<file path="src/design/video_cfg.svh">
`ifndef VIDEO_CFG_SVH
`define VIDEO_CFG_SVH

//////////////////////////////////////////////////////////////////////
// horizontal raster, counted in pixel strobes
//////////////////////////////////////////////////////////////////////

// visible pixels per line
`define H_ACTIVE 640
// first pixel with hsync low
`define H_SYNC_START 656
// first pixel with hsync high again
`define H_SYNC_END 752
`define H_TOTAL 800

//////////////////////////////////////////////////////////////////////
// vertical raster, counted in lines
//////////////////////////////////////////////////////////////////////

`define V_ACTIVE 480
// first line with vsync low
`define V_SYNC_START 491
`define V_SYNC_END 493
// one line short of the usual 525
`define V_TOTAL 524

// coordinate counter width
`define COORD_W 11

// step for brighten, darken and the reduce modes
`define ADJUST_VALUE 8

`endif

</file>
<file path="src/design/raster_pkg.sv">
`include "video_cfg.svh"

package raster_pkg;

   // screen position of the pixel being scanned
   typedef struct packed {
      logic [`COORD_W-1:0] h_pos;
      logic [`COORD_W-1:0] v_pos;
   } raster_pos_t;

   // sync is active low, blank is active high
   typedef struct packed {
      logic hsync;
      logic vsync;
      logic hblank;
      logic vblank;
   } raster_ctrl_t;

endpackage

</file>
<file path="src/design/pixel_pkg.sv">
package pixel_pkg;

   // incoming pixel, 8 bits per channel
   typedef struct packed {
      logic [7:0] red;
      logic [7:0] green;
      logic [7:0] blue;
   } rgb888_t;

   // pixel on the VGA connector, 4 bits per channel
   typedef struct packed {
      logic [3:0] red;
      logic [3:0] green;
      logic [3:0] blue;
   } rgb444_t;

   // colour operation applied to each pixel
   typedef enum logic [2:0] {
      filter_gray         = 3'd0,
      filter_brighten     = 3'd1,
      filter_darken       = 3'd2,
      filter_invert       = 3'd3,
      filter_red_reduce   = 3'd4,
      filter_blue_reduce  = 3'd5,
      filter_green_reduce = 3'd6,
      filter_passthrough  = 3'd7
   } filter_mode_e;

endpackage

</file>
<file path="src/design/raster_timing.sv">
`timescale 1ns/1ns
`include "video_cfg.svh"

module raster_timing import raster_pkg::*; (
   input  logic         clock,
   input  logic         reset,
   output raster_pos_t  pos_o,
   output raster_ctrl_t ctrl_o,
   output logic         strobe_o,
   output logic         blank_o
);

   // events fire on the strobe where the counter sits one before the edge
   localparam logic [`COORD_W-1:0] h_last     = `COORD_W'(`H_TOTAL - 1);
   localparam logic [`COORD_W-1:0] h_blank_at = `COORD_W'(`H_ACTIVE - 1);
   localparam logic [`COORD_W-1:0] h_sync_on  = `COORD_W'(`H_SYNC_START - 1);
   localparam logic [`COORD_W-1:0] h_sync_off = `COORD_W'(`H_SYNC_END - 1);
   localparam logic [`COORD_W-1:0] v_last     = `COORD_W'(`V_TOTAL - 1);
   localparam logic [`COORD_W-1:0] v_blank_at = `COORD_W'(`V_ACTIVE - 1);
   localparam logic [`COORD_W-1:0] v_sync_on  = `COORD_W'(`V_SYNC_START - 1);
   localparam logic [`COORD_W-1:0] v_sync_off = `COORD_W'(`V_SYNC_END - 1);

   logic         phase_q;
   logic         h_wrap;
   logic         v_wrap;
   raster_pos_t  pos_q;
   raster_ctrl_t ctrl_q;

   //////////////////////////////////////////////////////////////////////
   // pixel strobe, clock divided by two
   //////////////////////////////////////////////////////////////////////

   always_ff @(posedge clock) begin
      if (reset) begin
         phase_q <= 1'b1;
      end else begin
         phase_q <= ~phase_q;
      end
   end

   // first strobe lands in the cycle after reset falls
   assign strobe_o = phase_q & ~reset;

   assign h_wrap = strobe_o & (pos_q.h_pos == h_last);
   assign v_wrap = h_wrap & (pos_q.v_pos == v_last);

   //////////////////////////////////////////////////////////////////////
   // position counters
   //////////////////////////////////////////////////////////////////////

   always_ff @(posedge clock) begin
      if (reset) begin
         pos_q <= '0;
      end else begin
         if (strobe_o) begin
            pos_q.h_pos <= h_wrap ? '0 : pos_q.h_pos + 1'b1;
         end
         if (h_wrap) begin
            pos_q.v_pos <= v_wrap ? '0 : pos_q.v_pos + 1'b1;
         end
      end
   end

   //////////////////////////////////////////////////////////////////////
   // sync and blank, set/clear on counter positions
   //////////////////////////////////////////////////////////////////////

   always_ff @(posedge clock) begin
      if (reset) begin
         ctrl_q.hsync  <= 1'b1;
         ctrl_q.vsync  <= 1'b1;
         ctrl_q.hblank <= 1'b0;
         ctrl_q.vblank <= 1'b0;
      end else begin
         if (h_wrap) begin
            ctrl_q.hblank <= 1'b0;
         end else if (strobe_o && pos_q.h_pos == h_blank_at) begin
            ctrl_q.hblank <= 1'b1;
         end
         if (strobe_o && pos_q.h_pos == h_sync_on) begin
            ctrl_q.hsync <= 1'b0;
         end else if (strobe_o && pos_q.h_pos == h_sync_off) begin
            ctrl_q.hsync <= 1'b1;
         end
         // vertical events only move at the end of a line
         if (v_wrap) begin
            ctrl_q.vblank <= 1'b0;
         end else if (h_wrap && pos_q.v_pos == v_blank_at) begin
            ctrl_q.vblank <= 1'b1;
         end
         if (h_wrap && pos_q.v_pos == v_sync_on) begin
            ctrl_q.vsync <= 1'b0;
         end else if (h_wrap && pos_q.v_pos == v_sync_off) begin
            ctrl_q.vsync <= 1'b1;
         end
      end
   end

   assign pos_o   = pos_q;
   assign ctrl_o  = ctrl_q;
   assign blank_o = ctrl_q.hblank | ctrl_q.vblank;

   // counters never leave the frame
   a_pos_range: assert property (@(posedge clock) disable iff (reset)
      (pos_q.h_pos < `H_TOTAL) && (pos_q.v_pos < `V_TOTAL));

   // strobe is a single-cycle pulse every other clock
   a_strobe_gap: assert property (@(posedge clock) disable iff (reset)
      strobe_o |=> !strobe_o);

endmodule

</file>
<file path="src/design/point_filter.sv">
`timescale 1ns/1ns
`include "video_cfg.svh"

module point_filter import raster_pkg::*, pixel_pkg::*; (
   input  logic         clock,
   input  logic         reset,
   input  logic         strobe_i,
   input  logic         blank_i,
   input  filter_mode_e mode_i,
   input  rgb888_t      pixel_i,
   output rgb444_t      pixel_o
);

   localparam logic [7:0] adjust = 8'(`ADJUST_VALUE);
   localparam logic [`COORD_W-1:0] h_last = `COORD_W'(`H_TOTAL - 1);
   localparam logic [`COORD_W-1:0] v_last = `COORD_W'(`V_TOTAL - 1);

   logic [7:0]  luma;
   rgb888_t     filtered;
   rgb444_t     pixel_q;
   raster_pos_t shadow_q;

   // brighten one channel, clamp at white
   function automatic logic [7:0] sat_add(input logic [7:0] chan);
      logic [8:0] sum;
      sum = {1'b0, chan} + {1'b0, adjust};
      return sum[8] ? 8'hff : sum[7:0];
   endfunction

   // darken one channel, clamp at black
   function automatic logic [7:0] sat_sub(input logic [7:0] chan);
      return (chan < adjust) ? 8'h00 : chan - adjust;
   endfunction

   //////////////////////////////////////////////////////////////////////
   // colour operations on 8-bit channels
   //////////////////////////////////////////////////////////////////////

   // shift-add luma approximation, tops out at 234
   assign luma = (pixel_i.red >> 2) + (pixel_i.red >> 5)
               + (pixel_i.green >> 1) + (pixel_i.green >> 4)
               + (pixel_i.blue >> 4) + (pixel_i.blue >> 5);

   always_comb begin
      filtered = pixel_i;
      case (mode_i)
         filter_gray: begin
            filtered.red   = luma;
            filtered.green = luma;
            filtered.blue  = luma;
         end
         filter_brighten: begin
            filtered.red   = sat_add(pixel_i.red);
            filtered.green = sat_add(pixel_i.green);
            filtered.blue  = sat_add(pixel_i.blue);
         end
         filter_darken: begin
            filtered.red   = sat_sub(pixel_i.red);
            filtered.green = sat_sub(pixel_i.green);
            filtered.blue  = sat_sub(pixel_i.blue);
         end
         filter_invert: begin
            filtered.red   = 8'hff - pixel_i.red;
            filtered.green = 8'hff - pixel_i.green;
            filtered.blue  = 8'hff - pixel_i.blue;
         end
         // reduce modes darken a single channel
         filter_red_reduce:   filtered.red   = sat_sub(pixel_i.red);
         filter_blue_reduce:  filtered.blue  = sat_sub(pixel_i.blue);
         filter_green_reduce: filtered.green = sat_sub(pixel_i.green);
         filter_passthrough:  filtered = pixel_i;
         default:             filtered = pixel_i;
      endcase
   end

   //////////////////////////////////////////////////////////////////////
   // quantize to 4 bits and register on the strobe
   //////////////////////////////////////////////////////////////////////

   always_ff @(posedge clock) begin
      if (reset) begin
         pixel_q <= '0;
      end else if (strobe_i) begin
         if (blank_i) begin
            pixel_q <= '0;
         end else begin
            pixel_q.red   <= filtered.red[7:4];
            pixel_q.green <= filtered.green[7:4];
            pixel_q.blue  <= filtered.blue[7:4];
         end
      end
   end

   assign pixel_o = pixel_q;

   // position implied by the strobe count, for checking blank
   always_ff @(posedge clock) begin
      if (reset) begin
         shadow_q <= '0;
      end else if (strobe_i) begin
         if (shadow_q.h_pos == h_last) begin
            shadow_q.h_pos <= '0;
            shadow_q.v_pos <= (shadow_q.v_pos == v_last) ? '0 : shadow_q.v_pos + 1'b1;
         end else begin
            shadow_q.h_pos <= shadow_q.h_pos + 1'b1;
         end
      end
   end

   a_blank_zero: assert property (@(posedge clock) disable iff (reset)
      strobe_i && blank_i |=> pixel_o == '0);

   a_hold: assert property (@(posedge clock) disable iff (reset)
      !strobe_i |=> $stable(pixel_o));

   // blank from the timing block matches the visible window
   a_blank_window: assert property (@(posedge clock) disable iff (reset)
      strobe_i |-> blank_i == ((shadow_q.h_pos >= `H_ACTIVE) ||
                               (shadow_q.v_pos >= `V_ACTIVE)));

endmodule

</file>
<file path="src/design/video_filter_top.sv">
`timescale 1ns/1ns

module video_filter_top import raster_pkg::*, pixel_pkg::*; (
   input  logic         clock,
   input  logic         reset,
   input  filter_mode_e mode_i,
   input  rgb888_t      pixel_i,
   output rgb444_t      pixel_o,
   output raster_pos_t  pos_o,
   output raster_ctrl_t ctrl_o
);

   // pixel strobe and combined blank from the raster
   logic strobe;
   logic blank;

   //////////////////////////////////////////////////////////////////////
   // raster generator
   //////////////////////////////////////////////////////////////////////

   raster_timing u_timing (
      .clock    (clock),
      .reset    (reset),
      .pos_o    (pos_o),
      .ctrl_o   (ctrl_o),
      .strobe_o (strobe),
      .blank_o  (blank)
   );

   //////////////////////////////////////////////////////////////////////
   // colour filter, one pixel per strobe
   //////////////////////////////////////////////////////////////////////

   point_filter u_filter (
      .clock    (clock),
      .reset    (reset),
      .strobe_i (strobe),
      .blank_i  (blank),
      .mode_i   (mode_i),
      .pixel_i  (pixel_i),
      .pixel_o  (pixel_o)
   );

endmodule

</file>
<file path="config.mk">
export PLATFORM = sky130hd
export DESIGN_NAME = video_filter_top
export DESIGN_NICKNAME = d
export VERILOG_FILES = /design/src/design/raster_pkg.sv /design/src/design/pixel_pkg.sv /design/src/design/raster_timing.sv /design/src/design/point_filter.sv /design/src/design/video_filter_top.sv
export VERILOG_INCLUDE_DIRS = /design/src /design/src/design
export SDC_FILE = /design/constraint.sdc
export NUM_CORES = 1
export LEC_CHECK = 0
export ABC_AREA = 1
export BUFFER_PORTS_ARGS = -buffer_cell sky130_fd_sc_hd__buf_2
export CAP_MARGIN = 20
export CORE_UTILIZATION = 60
export CTS_CLUSTER_SIZE = 25
export DETAILED_ROUTE_END_ITERATION = 10
export PLACE_DENSITY = 0.91
export SYNTH_ARGS = -nofsm -noshare
export SYNTH_HDL_FRONTEND = slang
export SYNTH_HIERARCHICAL = 1
export SYNTH_SLANG_ARGS = --single-unit
</file>
<file path="constraint.sdc">
create_clock -name clock -period 10.82 [get_ports clock]
set_clock_uncertainty 0.15 [all_clocks]
set_input_delay 1.082 -clock clock [delete_from_list [all_inputs] [get_ports clock]]
set_output_delay 1.082 -clock clock [all_outputs]
set_load 0.03 [all_outputs]
</file>
# Word-level counts from Yosys, hierarchy flattened
# Index checks and enable logic that the tools add are counted.
[word_totals]
out_inout_bits = 38
elab_cells = 79
ff_bits = 39
[op_classes]
bitwise = 6
n_reduce_logical = 14
eq_ne = 14
order_cmp = 3
mux = 16
n_addsub = 16
[op_table]
columns = ["operator", "n"]
rows = [
  ["$pmux W8 S4", 3],
  ["$eq A11 B10 Y1 const B", 5],
  ["$mux W8", 6],
  ["$eq A11 B9 Y1 const B", 3],
  ["$add A8 B4 Y9 const B", 3],
  ["$lt A8 B4 Y1 const B", 3],
  ["$sub A8 B4 Y8 const B", 3],
  ["$sub A8 B8 Y8 const A", 3],
  ["$add A11 B1 Y11 const B", 2],
  ["$mux W11", 2],
  ["$add A8 B4 Y8", 2],
  ["$mux W12", 1],
  ["$reduce_or A2 Y1", 5],
  ["$eq A3 B3 Y1 const B", 3],
  ["$add A8 B3 Y8", 1],
  ["$add A8 B7 Y8", 1],
  ["$add A6 B3 Y7", 1],
  ["$eq A3 B2 Y1 const B", 2],
  ["$logic_and A1 B1 Y1", 6],
  ["$mux W1", 4],
  ["$reduce_bool A2 Y1", 2],
  ["$and A1 B1 Y1", 3],
  ["$eq A3 B1 Y1 const B", 1],
  ["$logic_not A3 Y1", 1],
  ["2 further kinds", 3],
]

# Longest topological paths before layout
[logic_depth]
word_depth = 7
depth_mapped = 20

# By module
# Netlist, hierarchy kept.
[modules_own_cells]
columns = ["mod", "cells_each", "area_each_um2", "n_inst"]
rows = [
  ["point_filter", 364, 2297.2, 1],
  ["raster_timing", 231, 1541.5, 1],
]

# Worst setup path after synthesis
# No wires, ideal clock.
[synth_timing]
path_type = "input to register"
from = "input pixel_i[22] (netlist bit)"
to = "register u_filter.pixel_q, in the netlist u_filter/pixel_o[11]"
required_ps = 10599
slack_ps = 6566
path_stages = 20
arrival_ps = 4033
path_cell_list = "buf_2 inv_1 fa_1 o21bai_1 nand2_1 xor2_1 inv_1 ha_1 ha_1 ha_1 ha_1 nand2_1 nand2_1 a21oi_1 nand2_1 nand2_1 nand3_1 nand2_1 nand2_1 a21oi_1"
[synth_via]
elab_chain_cells = 7
elab_cells_between_ends = 13
cone_classes = "add/sub (8); order compare (1); mux (4)"
[synth_lines]
columns = ["element", "line", "source"]
rows = [
  ["from (decl)", "video_filter_top.sv:7", "input rgb888_t pixel_i,"],
  ["$add A6 B3 Y7", "point_filter.sv:40", "assign luma = (pixel_i.red >> 2) + (pixel_i.red >> 5)"],
  ["$add A8 B7 Y8", "point_filter.sv:41", "+ (pixel_i.green >> 1) + (pixel_i.green >> 4)"],
  ["$add A8 B4 Y8", "point_filter.sv:41", ""],
  ["$add A8 B4 Y8", "point_filter.sv:42", "+ (pixel_i.blue >> 4) + (pixel_i.blue >> 5);"],
  ["$add A8 B3 Y8", "point_filter.sv:42", ""],
  ["$pmux W8 S4 *", "point_filter.sv:46", "case (mode_i)"],
  ["$mux W12 *", "point_filter.sv:84", "if (blank_i) begin"],
  ["to (decl)", "point_filter.sv:20", "rgb444_t pixel_q;"],
]
# Every way passes the cells marked *; elsewhere a longest branch is shown, timed or not.
# A chain may end at the register's enable or synchronous reset.

# Final worst setup path
[layout_timing]
from = "input pixel_i[21] (netlist bit)"
to = "register u_filter.pixel_q, in the netlist u_filter/pixel_o[11]"
# Same word-level chain as after synthesis.

==> reports/results.txt <==
Die Width: 81.99 um
Max Clk Rate: 210.0 MHz
Layout cells sized above 1: 16.79%
Status: finished, final reports clean
Clk slew on worst S/H paths: 70 ps
Rows: 28
Initial DRT Pass Iterations: 6
Post-route ant nets: 0
Tot Pwr: 0.4310 mW
Lkg Pwr: 2.275 nW
Later-pin clock latency in the skew report: 290 ps
Setup-failing EPs final: 0
CP max stage delay: 390 ps
Setup_tns: 0 ps
Area leader, netlist: dfxtp_1
CP arrival: 4820 ps
Post-CTS Setup Inserts: 0
Synthesized area: 3839 um^2
Tightest Hold Check Type: register to register
Vias in the first global route: 3608
Most used cell, CP: nand2_1
Synth Register Bits: 39
Nets@finish: 728
Die Height: 81.99 um
Initial Util: 63.34%
Final Hold Fails: 0
CTS Buf Count: 5
Unrepaired setup endpoints after global routing: no
Initial antenna violation count: 0
Actual slew at the worst max-slew pin: 859.6 ps
GPL Wtd Cong: 0.9078
Total grt overflow: 0
Slew Viols, Final: 0
Post-synthesis average cell area: 6.452 um^2
Synth Net Count: 669
Max FO, Critical Path: 10
Total track usage: 30.17%
First DRT Iteration DRCs: 300
Post-DR vias/cell: 5.532
Clock Path Buffers: 2
Root buffer cell: clkbuf_8
Hold buffers post-CTS: 0
Routed vias: 4038
Register area share after synthesis: 20.34%
Post-DP HPWL: 7732 um
Post-DR wirelength/cell: 13.52 um
Min Hold Slack: 315.4 ps
Ys flop type: dfxtp_1
Part of the cycle the worst path needs: 44.02%
CTS tree: done
PwrDens: 101.1 nW/um^2
Largest net degree at the start of global routing: 22
Global-route wire length before repair: 15610 um
Die Area: 6722 um^2
Worst slew margin: 42.48%
Top-area cell type share of the netlist area: 20.34%
Req. time, crit path: 10880 ps
Core area: 6061 um^2
Clock sink total: 39
Cell family with most CP delay: adder cells
CP startpoint kind: input pin
Post-Synthesis Cells: 595
# Max-Cap Violations: 0
DRC violations left: 0
Synth cell types: 40
Min Tclk post-route: 4763 ps
Crit. End Element: register
Peak VDD IR: 0.00008306 V
Synth top area cells: dfxtp_1 (20%), nand2_1 (14%), ha_1 (11%)
Antenna cells: 0
Post-CTS Resized: 0
H-tree lvl count: 2
Finished Core Util: 70.38%
Synthesis Warnings: 6
Crit-path cells: buf_2 > ha_1 > inv_1 > fa_1 > o21bai_1 > nand2_1 > xor2_1 > inv_1 > ha_1 > ha_1 > ha_1 > ha_1 > nand2_1 > nand2_1 > a21oi_1 > nand2_1 > nand2_1 > nand3_1 > nand2_1 > nand2_1 > a21oi_1
Layout area overhead: 11.11%
I/O pin total: 67
Fraction of registers with async set/reset: 0%
Worst path slowest cell: fa_1
Post-synth EDFFs: 0
Buffers & Inverters on Critical Path: 3
Port bufs: 60
Drt total wl: 9869 um
Setup CP Type: input pin to register
## per-layer routing
layer | up-vias | routed length [um] | share of wire (%) | global-route usage (%)
li1 | 1979 | - | - | -
met1 | 1846 | 4052 | 41 | 36.39
met2 | 190 | 4854 | 49 | 54.55
met3 | 23 | 802 | 8.1 | 5.333
met4 | 0 | 161 | 1.6 | 7.895
met5 | - | 0 | 0 | 0
## cell usage after synthesis, types with 11 or more instances
| library cell | instances |
|---|---|
| a21oi_1 | 35 |
| dfxtp_1 | 39 |
| fa_1 | 11 |
| ha_1 | 34 |
| inv_1 | 97 |
| nand2_1 | 148 |
| nand3_1 | 37 |
| nand4_1 | 14 |
| nor2_1 | 68 |
| nor3_1 | 11 |
| o21ai_0 | 19 |
| xor2_1 | 15 |
## area by class of cell
cell class,count,area (um^2)
tap,75,93.84
clock buffer,5,68.82
timing repair buffer,60,300.3
multi-input combinational,438,2585
sequential,39,780.7
inverter,110,421.7
fill,485,1795
clock inverter,3,15.01
## flip-flops by register name, indices dropped and copies added (netlist names)
name,cells
u_timing/pos_o,22
u_filter/pixel_o,12
u_timing/ctrl_o,4
u_timing/phase_q,1
## where the power goes
part           switching (mW)  internal, mW  leakage [nW]
logic                   0.119        0.0669          1.91
clock network          0.0494        0.0441        0.0477
registers             0.00343         0.148         0.317
total                   0.172         0.259          2.28
## worst reg2reg max path: stages (launching register included)
cell	delay [ps]
dfxtp_1	410
inv_2	80
nor2_8	130
inv_1	210
nor2_1	630
o21ai_0	210
inv_1	90
nand2_1	90
a21oi_1	150
## cell usage in the layout, fill, tap and decap left out, types with 4 or more instances in the layout
cell,synthesis,routed
dfxtp_1,39,39
nand2_4,6,6
o21ai_1,4,4
nor3_1,11,11
nand3_1,37,37
buf_2,2,60
nand4_1,14,14
clkbuf_8,0,5
nand2_2,4,4
inv_2,9,9
clkinv_2,1,4
o21ai_0,19,19
nor2_2,6,6
ha_1,34,34
nand2_1,148,148
fa_1,11,11
inv_1,97,97
xor2_1,15,15
nor2_4,4,4
a21oi_1,35,35
nor2_1,68,68
## through the flow
stage / setup slack (ps) / instances / cell area, um^2
2_1_floorplan: 6566 / 595 / 3839
3_3_place_gp: 6012 / 722 / 4182
3_5_place_dp: 5811 / 722 / 4182
4_1_cts: 6096 / 730 / 4265
5_1_grt: 5789 / 730 / 4265
6_report: 6057 / 730 / 4265
## path summary, 6_finish.rpt
kind	slack, ps	startpoint	end	cells past startpoint
setup / recovery	6060	pixel_i[21]	u_filter/pixel_o[11]	21
hold / removal	320	u_filter/pixel_o[4]	u_filter/pixel_o[4]	2
setup reg to reg	8590	u_timing/phase_q	u_filter/pixel_o[11]	8
hold reg to reg	320	u_filter/pixel_o[4]	u_filter/pixel_o[4]	2
## cell families (layout without fill, tap and decap cells)
family                   after synthesis  in the layout  share of synthesized area, %
AO/OA/AOI/OAI                         70             70                         10.43
XOR/XNOR                              18             18                         4.107
adder cells (fa/ha/maj)               45             45                         16.82
buffers and inverters                118            178                         12.32
flip-flops                            39             39                         20.34
AND/OR/NAND/NOR                      305            305                         35.98
Power figures use the tool's default switching activity.
